===== src/design/calendar_config.svh =====
`ifndef CALENDAR_CONFIG_SVH
`define CALENDAR_CONFIG_SVH

//////////////////////////////
// second tick divider
//////////////////////////////

// cycles per tick at the slow rate
`define CAL_DIV_SLOW 1000
// cycles per tick at the fast rate
`define CAL_DIV_FAST 10

// cycles each display digit stays lit
`define CAL_SCAN_DIV 4

//////////////////////////////
// reset date 2000-01-01 00:00:00, year digits
//////////////////////////////
`define CAL_RESET_YEAR_THOU 2
`define CAL_RESET_YEAR_HUND 0
`define CAL_RESET_YEAR_TENS 0
`define CAL_RESET_YEAR_UNIT 0

`endif


===== src/design/calendar_pkg.sv =====
package calendar_pkg;

	typedef logic [3:0] bcd_t; // one decimal digit

	// full calendar time, 14 bcd digits
	typedef struct packed {
		bcd_t sec_unit;
		bcd_t sec_tens;
		bcd_t min_unit;
		bcd_t min_tens;
		bcd_t hour_unit;
		bcd_t hour_tens;
		bcd_t day_unit;
		bcd_t day_tens;
		bcd_t month_unit;
		bcd_t month_tens;
		bcd_t year_unit;
		bcd_t year_tens;
		bcd_t year_hund;
		bcd_t year_thou;
	} date_time_t;

	typedef struct packed {
		date_time_t date; // held stable until ack
		logic       req; // four-phase request
	} set_date_t;

	typedef enum logic [1:0] {
		RATE_SLOW = 2'd0, // every CAL_DIV_SLOW cycles
		RATE_FAST = 2'd1, // every CAL_DIV_FAST cycles
		RATE_FULL = 2'd2 // every cycle
	} rate_t;

	typedef enum logic [1:0] {
		VIEW_HHMM = 2'd0,
		VIEW_MMSS = 2'd1,
		VIEW_MMDD = 2'd2,
		VIEW_YYYY = 2'd3
	} view_t;

	typedef logic [14:0] ssd_t; // segments, active high
	typedef logic [3:0] scan_t; // one-hot digit enable

endpackage


===== src/design/tick_gen.sv =====
`timescale 1ns/1ps
`include "calendar_config.svh"

module tick_gen (
	input  logic                clk,
	input  logic                reset,
	input  calendar_pkg::rate_t rate,
	output logic                tick
);

	localparam int CW = $clog2(`CAL_DIV_SLOW); // sized for longest period

	logic [CW-1:0] count; // cycles into current period
	logic [CW-1:0] last; // final count of a period
	calendar_pkg::rate_t rate_q; // rate of previous cycle

	always_comb begin
		case (rate)
			calendar_pkg::RATE_SLOW: last = CW'(`CAL_DIV_SLOW - 1);
			calendar_pkg::RATE_FAST: last = CW'(`CAL_DIV_FAST - 1);
			default:                 last = '0; // full rate
		endcase
	end

	always_ff @(posedge clk) begin
		if (reset) begin
			count  <= '0;
			rate_q <= rate; // no restart right after reset
			tick   <= 1'b0;
		end else if (rate != rate_q) begin
			count  <= '0; // new rate, count from scratch
			rate_q <= rate;
			tick   <= 1'b0;
		end else if (count == last) begin
			count <= '0;
			tick  <= 1'b1; // one period done
		end else begin
			count <= count + 1'b1;
			tick  <= 1'b0;
		end
	end

endmodule


===== src/design/date_loader.sv =====
`timescale 1ns/1ps

module date_loader (
	input  logic                     clk,
	input  logic                     reset,
	input  calendar_pkg::set_date_t  set_in,
	output logic                     set_ack,
	output logic                     load,
	output calendar_pkg::date_time_t load_date
);

	typedef enum logic [1:0] {
		IDLE    = 2'd0, // waiting for req
		LOADING = 2'd1, // counters take load_date
		ACKED   = 2'd2 // ack high until req drops
	} state_t;

	state_t state;

	always_ff @(posedge clk) begin
		if (reset) begin
			state <= IDLE;
		end else begin
			case (state)
				IDLE: begin
					if (set_in.req)
						state <= LOADING;
				end
				LOADING: state <= ACKED; // single load cycle
				ACKED: begin
					if (!set_in.req)
						state <= IDLE; // handshake closed
				end
				default: state <= IDLE;
			endcase
		end
	end

	// capture on accept, date only needs to hold until ack
	always_ff @(posedge clk) begin
		if (state == IDLE && set_in.req)
			load_date <= set_in.date;
	end

	assign load    = (state == LOADING);
	assign set_ack = (state == ACKED);

endmodule


===== src/design/bcd_counter.sv =====
`timescale 1ns/1ps

module bcd_counter #(
	parameter int DIGITS = 2 // 2 for sec..month, 4 for year
) (
	input  logic                            clk,
	input  logic                            reset,
	input  logic                            increase,
	input  logic                            load,
	input  calendar_pkg::bcd_t [DIGITS-1:0] load_value,
	input  calendar_pkg::bcd_t [DIGITS-1:0] def_value,
	input  calendar_pkg::bcd_t [DIGITS-1:0] limit,
	output calendar_pkg::bcd_t [DIGITS-1:0] value,
	output logic                            carry
);

	calendar_pkg::bcd_t [DIGITS-1:0] next_value; // value plus one
	logic at_limit;

	// bcd orders like binary, so a plain compare works
	// a loaded value past the limit also wraps
	assign at_limit = (value >= limit);
	assign carry    = increase & at_limit;

	//////////////////////////////
	// digit ripple increment
	//////////////////////////////
	always_comb begin
		logic ripple;
		ripple     = 1'b1; // add one at the unit digit
		next_value = value;
		for (int i = 0; i < DIGITS; i++) begin
			if (ripple) begin
				if (value[i] >= 4'd9) begin
					next_value[i] = 4'd0; // digit rolls, carry on
				end else begin
					next_value[i] = value[i] + 4'd1;
					ripple        = 1'b0; // stop here
				end
			end
		end
	end

	always_ff @(posedge clk) begin
		if (reset)
			value <= def_value;
		else if (load)
			value <= load_value; // load wins over increase
		else if (increase)
			value <= at_limit ? def_value : next_value;
	end

endmodule


===== src/design/month_length.sv =====
`timescale 1ns/1ps

module month_length (
	input  calendar_pkg::bcd_t [1:0] month,
	input  calendar_pkg::bcd_t [3:0] year,
	output calendar_pkg::bcd_t [1:0] day_limit
);

	// two bcd digits divisible by 4
	// 10*t + u = 2*t + u mod 4, so parity of tens decides
	function automatic logic div4(input calendar_pkg::bcd_t tens, input calendar_pkg::bcd_t unit);
		if (tens[0])
			return (unit == 4'd2) || (unit == 4'd6);
		else
			return (unit == 4'd0) || (unit == 4'd4) || (unit == 4'd8);
	endfunction

	logic [7:0] month_code; // month as packed bcd pair
	logic       century; // year ends in 00
	logic       leap;

	assign month_code = {month[1], month[0]};
	assign century    = (year[1] == 4'd0) && (year[0] == 4'd0);
	// centuries leap only when hund/thou divide by 4
	assign leap = div4(year[1], year[0]) && (!century || div4(year[3], year[2]));

	always_comb begin
		case (month_code)
			8'h02:                      day_limit = leap ? 8'h29 : 8'h28;
			8'h04, 8'h06, 8'h09, 8'h11: day_limit = 8'h30;
			default:                    day_limit = 8'h31; // also invalid months
		endcase
	end

endmodule


===== src/design/calendar_core.sv =====
`timescale 1ns/1ps
`include "calendar_config.svh"

module calendar_core (
	input  logic                     clk,
	input  logic                     reset,
	input  logic                     tick,
	input  logic                     load,
	input  calendar_pkg::date_time_t load_date,
	output calendar_pkg::date_time_t now
);

	calendar_pkg::bcd_t [1:0] secs, mins, hours, days, months; // [1] tens, [0] unit
	calendar_pkg::bcd_t [3:0] years;
	calendar_pkg::bcd_t [1:0] day_limit; // last day of current month
	calendar_pkg::bcd_t [3:0] year_def;
	logic step; // tick not eaten by a load
	logic carry_sec, carry_min, carry_hour, carry_day, carry_month;

	assign step = tick & ~load;
	// year starts at the reset date but wraps 9999 to 0000
	assign year_def = reset ? {calendar_pkg::bcd_t'(`CAL_RESET_YEAR_THOU),
		calendar_pkg::bcd_t'(`CAL_RESET_YEAR_HUND), calendar_pkg::bcd_t'(`CAL_RESET_YEAR_TENS),
		calendar_pkg::bcd_t'(`CAL_RESET_YEAR_UNIT)} : 16'h0000;

	//////////////////////////////
	// counter chain
	//////////////////////////////
	bcd_counter #(.DIGITS(2)) u_sec (.clk(clk), .reset(reset), .increase(step), .load(load),
		.load_value({load_date.sec_tens, load_date.sec_unit}),
		.def_value(8'h00), .limit(8'h59), .value(secs), .carry(carry_sec));
	bcd_counter #(.DIGITS(2)) u_min (.clk(clk), .reset(reset), .increase(carry_sec), .load(load),
		.load_value({load_date.min_tens, load_date.min_unit}),
		.def_value(8'h00), .limit(8'h59), .value(mins), .carry(carry_min));
	bcd_counter #(.DIGITS(2)) u_hour (.clk(clk), .reset(reset), .increase(carry_min), .load(load),
		.load_value({load_date.hour_tens, load_date.hour_unit}),
		.def_value(8'h00), .limit(8'h23), .value(hours), .carry(carry_hour));
	bcd_counter #(.DIGITS(2)) u_day (.clk(clk), .reset(reset), .increase(carry_hour), .load(load),
		.load_value({load_date.day_tens, load_date.day_unit}),
		.def_value(8'h01), .limit(day_limit), .value(days), .carry(carry_day)); // 28..31
	bcd_counter #(.DIGITS(2)) u_month (.clk(clk), .reset(reset), .increase(carry_day), .load(load),
		.load_value({load_date.month_tens, load_date.month_unit}),
		.def_value(8'h01), .limit(8'h12), .value(months), .carry(carry_month));
	bcd_counter #(.DIGITS(4)) u_year (.clk(clk), .reset(reset), .increase(carry_month), .load(load),
		.load_value({load_date.year_thou, load_date.year_hund, load_date.year_tens,
			load_date.year_unit}),
		.def_value(year_def), .limit(16'h9999), .value(years), .carry()); // top of chain

	month_length u_month_length (.month(months), .year(years), .day_limit(day_limit));

	// struct order, sec_unit in the top bits
	assign now = {secs[0], secs[1], mins[0], mins[1], hours[0], hours[1],
		days[0], days[1], months[0], months[1], years[0], years[1], years[2], years[3]};

endmodule


===== src/design/display_scan.sv =====
`timescale 1ns/1ps
`include "calendar_config.svh"

module display_scan (
	input  logic                     clk,
	input  logic                     reset,
	input  calendar_pkg::view_t      view,
	input  calendar_pkg::date_time_t now,
	output calendar_pkg::ssd_t       seg,
	output calendar_pkg::scan_t      digit_en
);

	localparam int SW = $clog2(`CAL_SCAN_DIV + 1);

	logic [SW-1:0] scan_count; // cycles on current digit
	logic [1:0] index; // lit digit, 0 rightmost
	calendar_pkg::bcd_t [3:0] digits; // the four shown digits
	calendar_pkg::bcd_t digit; // digit under the scan

	//////////////////////////////
	// scan
	//////////////////////////////
	always_ff @(posedge clk) begin
		if (reset) begin
			scan_count <= '0;
			index      <= 2'd0;
		end else if (scan_count == SW'(`CAL_SCAN_DIV - 1)) begin
			scan_count <= '0;
			index      <= index + 2'd1; // next digit, wraps 3 to 0
		end else begin
			scan_count <= scan_count + 1'b1;
		end
	end

	assign digit_en = calendar_pkg::scan_t'(4'b0001 << index);

	always_comb begin
		case (view)
			calendar_pkg::VIEW_HHMM: digits = {now.hour_tens, now.hour_unit, now.min_tens, now.min_unit};
			calendar_pkg::VIEW_MMSS: digits = {now.min_tens, now.min_unit, now.sec_tens, now.sec_unit};
			calendar_pkg::VIEW_MMDD: digits = {now.month_tens, now.month_unit, now.day_tens,
				now.day_unit};
			default: digits = {now.year_thou, now.year_hund, now.year_tens, now.year_unit};
		endcase
	end

	assign digit = digits[index];

	//////////////////////////////
	// segment decode
	//////////////////////////////
	// bit 0..5 = a..f, 6/7 = middle halves g1/g2
	always_comb begin
		case (digit)
			4'd0:    seg = 15'h003F;
			4'd1:    seg = 15'h0006;
			4'd2:    seg = 15'h00DB;
			4'd3:    seg = 15'h00CF;
			4'd4:    seg = 15'h00E6;
			4'd5:    seg = 15'h00ED;
			4'd6:    seg = 15'h00FD;
			4'd7:    seg = 15'h0007;
			4'd8:    seg = 15'h00FF;
			4'd9:    seg = 15'h00EF;
			default: seg = 15'h0000; // not bcd, blank
		endcase
	end

endmodule


===== src/design/calendar_top.sv =====
`timescale 1ns/1ps

module calendar_top (
	input  logic                     clk,
	input  logic                     reset,
	input  calendar_pkg::rate_t      rate,
	input  calendar_pkg::view_t      view,
	input  calendar_pkg::set_date_t  set_in,
	output logic                     set_ack,
	output calendar_pkg::date_time_t now,
	output calendar_pkg::ssd_t       seg,
	output calendar_pkg::scan_t      digit_en
);

	logic tick; // one second step
	logic load; // one cycle date load
	calendar_pkg::date_time_t load_date;

	//////////////////////////////
	// input side
	//////////////////////////////
	tick_gen u_tick_gen (
		.clk(clk), .reset(reset), .rate(rate), // speed select
		.tick(tick)
	);

	date_loader u_date_loader (
		.clk(clk), .reset(reset), .set_in(set_in), // req/ack slave
		.set_ack(set_ack), .load(load), .load_date(load_date)
	);

	// counters and month length
	calendar_core u_core (
		.clk(clk), .reset(reset), .tick(tick), .load(load),
		.load_date(load_date), .now(now)
	);

	//////////////////////////////
	// output side
	//////////////////////////////
	display_scan u_display (
		.clk(clk), .reset(reset), .view(view), .now(now),
		.seg(seg), .digit_en(digit_en)
	);

endmodule


===== config.mk =====
export PLATFORM = sky130hd
export DESIGN_NAME = calendar_top
export DESIGN_NICKNAME = d
export VERILOG_FILES = /design/src/design/calendar_pkg.sv /design/src/design/tick_gen.sv /design/src/design/date_loader.sv /design/src/design/bcd_counter.sv /design/src/design/month_length.sv /design/src/design/calendar_core.sv /design/src/design/display_scan.sv /design/src/design/calendar_top.sv
export VERILOG_INCLUDE_DIRS = /design/src /design/src/design
export SDC_FILE = /design/constraint.sdc
export NUM_CORES = 1
export LEC_CHECK = 0
export BUFFER_PORTS_ARGS = -buffer_cell sky130_fd_sc_hd__buf_2
export CAP_MARGIN = 30
export CORE_MARGIN = 2
export CORE_UTILIZATION = 25
export DETAILED_ROUTE_END_ITERATION = 12
export GPL_TIMING_DRIVEN = 0
export PLACE_DENSITY = 0.44
export RECOVER_POWER = 100
export SLEW_MARGIN = 10
export SYNTH_ARGS = -nofsm -noshare
export SYNTH_HDL_FRONTEND = slang
export SYNTH_SLANG_ARGS = --single-unit

===== constraint.sdc =====
create_clock -name clk -period 7.9 [get_ports clk]
set_input_delay 1.58 -clock clk [delete_from_list [all_inputs] [get_ports clk]]
set_output_delay 1.58 -clock clk [all_outputs]
set_load 0.01 [all_outputs]

Word-level counts from Yosys, hierarchy flattened:

Memory sizes are Yosys's and may differ from the RTL's.
Cells that the tools add are included.
W data, S select, Z words.

* reduce and logical (&&, ||, !) cells: 45
* order comparisons: 21
* shifts and indexed selects: 1
* equality and inequality tests: 23
* add/sub/neg operators: 17
* muxes and demuxes: 66
* bitwise operators: 7

Operator list (count)
* $mux W8: 15
* $mux W4: 23
* $mux W16: 4
* $add A4 B1 Y4 const B: 14
* $ge A4 B4 Y1 const B: 14
* $pmux W16 S3: 1
* $pmux W10 S2: 1
* $reduce_and A2 Y1: 9
* $reduce_bool A3 Y1: 6
* $eq A4 B3 Y1 const B: 4
* $eq A8 B3 Y1 const B: 2
* $ge A16 B16 Y1 const B: 1
* $ge A8 B7 Y1 const B: 2
* $mux W1: 14
* $mux W14: 1
* $logic_not A4 Y1: 3
* $reduce_bool A2 Y1: 6
* $reduce_bool A4 Y1: 3
* $add A10 B1 Y10 const B: 1
* $eq A10 B10 Y1: 1
* $pmux W5 S2: 1
* $bmux W4 S2: 1
* $eq A4 B2 Y1 const B: 2
* $eq A4 B4 Y1 const B: 2
* other kinds (26): 49

* memories kept: 1
* output and inout bits: 76
* bits in read-only memories: 128
* register bits: 132
* word-level logic and storage cells: 215

Memories
* (name not given): depth 16, bits a word 8, read ports 1, clocked after Yosys merged registers in 0, wr ports 0, RTL line display_scan.sv:54 `case (digit)`

Longest topological paths before layout:

* depth in word-level cells: 14
* gate-level depth with buffers: 14

Modules after synthesis:

A second synthesis with hierarchy kept.

* cell total of the unflattened synthesis: 865
* area, all modules: 9577.9 um^2

By module, submodules not included
* bcd_counter (u_core.u_day ...): seq. area each 240.2 um^2, area an instance 867.1 um^2, cells an instance 88, instances 5
* date_loader: seq. area each 1721.7 um^2, area an instance 1779.2 um^2, cells an instance 66, instances 1
* bcd_counter (u_core.u_year): seq. area each 480.5 um^2, area an instance 1641.6 um^2, cells an instance 169, instances 1
* display_scan: seq. area each 100.1 um^2, area an instance 1034.7 um^2, cells an instance 96, instances 1
* tick_gen: seq. area each 280.3 um^2, area an instance 591.8 um^2, cells an instance 65, instances 1
* month_length: seq. area each 0.0 um^2, area an instance 173.9 um^2, cells an instance 26, instances 1
* calendar_core: seq. area each 0.0 um^2, area an instance 21.3 um^2, cells an instance 3, instances 1

Worst setup path before layout:

OpenSTA, ideal clock, no wires.

* kind: input -> register
* from: input port set_in[0] (netlist bit)
* to: register, netlist name u_date_loader.load_date[0]
* path slack: 1.670 ns
* data arrival time: 5.678 ns
* setup time: 0.552 ns
* cell stages on the path: 1
* buffers on the path: 0
* data required time: 7.348 ns
* cell sequence: nor3b_1

* longest elaborated chain between the ends: 1

RTL lines
* start, declared: RTL line calendar_top.sv:8 `input calendar_pkg::set_date_t set_in,`
* $logic_and A1 B1 Y1: RTL line date_loader.sv:41 `if (state == IDLE && set_in.req)`

Every way passes these cells.
A chain may end at the register's enable or synchronous reset.

Worst setup path after layout:

* from: input port view[0]
* to: output port seg[0]

* longest elaborated chain between the ends: 5
* elaborated cells between the ends (all ways): 7
* classes of those cells: eq/ne: 2; mux: 3; reduce/logical: 1; memory: 1

RTL lines
* start, declared: RTL line calendar_top.sv:7 `input calendar_pkg::view_t view,`
* $eq A2 B2 Y1, or another cell as far along: RTL line display_scan.sv:38 `case (view)`
* $pmux W16 S3 (*): RTL line display_scan.sv:38
* $bmux W4 S2 (*): RTL line display_scan.sv:47 `assign digit = digits[index];`
* $mux W4 (implied by the code) (*): RTL line display_scan.sv:47
* $mem_v2 Z16 W8 (*)
* end, declared: RTL line calendar_top.sv:11 `output calendar_pkg::ssd_t seg,`

Mark *: on every way between the ends. The rest lies on a longest branch, timed or not. The select of a mux whose other input is x is not followed.

==> results.md <==
* Vias in the first global route at 6,017
* Crit path launch type: input port
* Worst stage delay on the critical path at 0.56 ns
* CTS tree: yes
* Core Rows at 63
* Synth Cell Area at 0.00760 mm^2
* Clk root buf: clkbuf_16
* Fillers at 3,170
* Diodes inserted at 0
* Drt wl/cell at 19.0 um
* Initial Util at 25.5%
* Gr usage total at 15.6%
* Critical Path Slowest Stage Cell: clkbuf_1
* Area grow syn2layout at 21.4%
* Area leader, netlist: edfxtp_1
* Synthesized area per cell at 10.5 um^2
* Clk Latency, worst-skew pair at 0.44 ns
* Synth Instances at 721
* Status: finished, violations left
* CTS max path bufs at 2
* Num CTS Buffers at 17
* Antenna Nets Post-Route at 0
* Nets at 1,007
* Port bufs at 129
* Htree depth at 4
* Lkg Pwr at 3.50 nW
* Crit-path max FO at 10
* Hold Vio Cnt, Final at 0
* Worst path required time at 6.32 ns
* Die height at 178 um
* Mux share of post-synthesis cell area at 3.84%
* Drt total wl at 24.4 mm
* Clk sink count at 132
* Most frequent CP cell: clkbuf_1
* Post-Synth Adder-Cell Area at 10.5%
* Tmin final at 6.06 ns
* Max-slew headroom at 1.10%
* Yosys Warn Count at 0
* Synth async-reset ratio at 0%
* Largest family of logic cells by synthesized area: compound AO/OA/AOI/OAI gates
* CTS clk-pin slew, worst paths at 0.06 ns
* Fraction of the mapped netlist area in simple logic gates at 16.1%
* Main area contributors after synthesis: edfxtp_1, dfxtp_1, ha_1
* Synthesis-stage register bit count at 132
* Final setup skew at 0.0162 ns
* Primary FF master, synth: edfxtp_1
* Worst EP arrival at 4.48 ns
* Seq/Total Area, Yosys at 44.5%
* Post-detail-place hpwl at 18.3 mm
* 1st-pass router iterations at 5
* Fin cells at 1,283
* Vias per cell at 4.79
* Io pins at 139
* Synth unique cells at 98
* Synth top area share at 29.2%
* Worst-path cell chain: buf_2, clkbuf_1, mux2_2, and3_1, a221oi_1, a41o_1, inv_1, ha_1, nor3_1, a211o_1, clkbuf_1
* Peak VDD IR at 0.128 mV
* Worst Setup End Kind: primary output
* Post-Synth XOR/XNOR Area at 2.53%
* CTS hold repair buffers at 0
* Initial drt markers at 352
* Crit path kind: in2out
* Global-route wire length before repair at 37.1 mm
* Post-CTS Setup Bufs at 0
* RSZ-0062 raised after global routing: no
* Post-route DRC at 0
* Power Density at 214 mW/mm^2
* Max_cap viols at 1
* Worst-Margin Slew at 1.48 ns
* Layout cells sized above 1 at 15.1%
* Resize count post-CTS at 0
* Overflow after GRT at 0
* # setup viols final at 0
* Compound-cell area share of the yosys netlist at 16.7%
* Top achievable clock speed at 165 MHz
* Chip Width at 178 um
* Total die area at 0.0318 mm^2
* Slew Viols, Final at 0
* HP Class: reg2reg
* Failing checks: max-capacitance violations
* Number of synthesized flops with an enable pin at 74
* Final period util at 76.7%
* Initial antenna violation count at 0
* Inst Count DP at 1,251
* Hold WS at 0.424 ns
* Largest net degree at the start of global routing at 17
* Final GP Congestion at 0.809
* Vias at 6,141
* Core area at 0.0298 mm^2
[cell type report]
cell class / instances / area [um^2] / area share [%]
repair buffers: 134 / 577 / 6.25
clock buffers: 17 / 425 / 4.61
multi-input cells: 511 / 3770 / 40.9
inverters: 46 / 173 / 1.87
flip-flops and latches: 132 / 3380 / 36.7
plain buffers: 38 / 244 / 2.64
clock inverters: 15 / 161 / 1.75
well taps: 390 / 488 / 5.29
[critical path, delay by kind of cell]
| kind | cells | cell delay (ns) |
|---|---|---|
| and+or+nand+nor | 2 | 0.43 |
| buffers and inverters | 4 | 0.93 |
| muxes | 1 | 0.42 |
| adders and majority gates | 1 | 0.21 |
| AOI/OAI and AO/OA | 3 | 0.92 |
[metal layers]
| layer | GRT usage [%] | up-vias | routed length, um |
|---|---|---|---|
| li1 | - | 2973 | - |
| met5 | 0 | - | 0 |
| met1 | 21.8 | 2985 | 11700 |
| met4 | 3.90 | 0 | 311 |
| met2 | 24.4 | 161 | 11000 |
| met3 | 3.62 | 22 | 1260 |
[cells in the final DEF, fill, tap and decap left out, types with 7 or more instances in the layout]
cell type,count
xnor2_1,10
buf_2,60
xor2_1,12
buf_4,9
mux2i_1,7
inv_1,46
a22oi_1,9
dfxtp_1,58
and3_1,8
nor3_1,16
a21oi_1,32
clkbuf_1,96
nand2b_1,8
nand3_1,26
conb_1,7
o31ai_1,7
clkbuf_16,17
nor2_1,66
nand2_1,57
nor3b_1,9
ha_1,64
a211oi_1,13
o21ai_0,27
edfxtp_1,74
[cells in the mapped netlist (4+ instances only)]
master	count
nor2_1	65
nor4_1	4
xnor2_1	10
and3_1	8
nor2b_1	5
a211o_1	4
buf_1	5
a2bb2oi_1	5
dfxtp_1	58
mux2i_1	7
ha_1	64
nor3b_1	9
a31oi_1	5
a221oi_1	6
buf_4	10
edfxtp_1	74
nand2b_1	8
xor2_1	12
o211ai_1	4
a22oi_1	9
buf_6	6
nand2_1	57
o31ai_1	7
nand3_1	26
mux4_1	5
a32o_1	4
a211oi_1	12
a21oi_1	32
o21ai_1	11
clkbuf_1	12
o21ai_0	18
nor3_1	16
inv_1	44
a311oi_1	6
[kinds of logic after synthesis]
group / Yosys count
AOI/OAI and AO/OA: 166
adders and majority gates: 64
other: 1
buffers and inverters: 84
xor gates and xnor gates: 22
DFF: 132
and+or+nand+nor: 235
muxes: 17
[through the flow]
step / setup TNS [ns] / area [um^2] / total power [mW] / util [%] / setup slack, ns
3_5_place_dp: 0 / 8800 / 1.21 / 29.5 / 2.35
2_1_floorplan: 0 / 7620 / 1.07 / - / 1.67
5_1_grt: 0 / 9230 / 2.08 / 31.0 / 1.57
4_1_cts: 0 / 9390 / 2.01 / 31.5 / 2.32
6_report: 0 / 9230 / 1.97 / 31.0 / 1.84
3_3_place_gp: -64.61 / 8760 / 1.21 / 29.4 / -1.14
[final timing paths]
check                                              from                       to  slack (ns)  cells past startpoint
worst min register to register  u_display.scan_count[0]  u_display.scan_count[0]        0.42                      1
worst max register to register   u_core.u_year.value[4]  u_core.u_year.value[12]        3.00                     12
worst min-delay path            u_display.scan_count[0]  u_display.scan_count[0]        0.42                      1
worst max-delay path                            view[0]                   seg[0]        1.84                     11
[registers in the layout (all words and copies together), names as in the netlist]
register and cells:
u_core.u_year.value 16, u_date_loader.state 2, u_core.u_hour.value 8, u_core.u_sec.value 8
u_core.u_day.value 8, u_display.scan_count 3, u_tick_gen.rate_q 2, u_core.u_month.value 8
u_core.u_min.value 8, u_display.index 2, u_tick_gen.count 10, u_date_loader.load_date 56
u_tick_gen.tick 1
[where the power goes]
group | internal [mW] | total, mW | switching [mW]
clock network | 0.424 | 0.793 | 0.369
registers | 0.782 | 0.844 | 0.0620
logic | 0.132 | 0.335 | 0.203
Note: power is estimated with default switching activity, not from simulation.
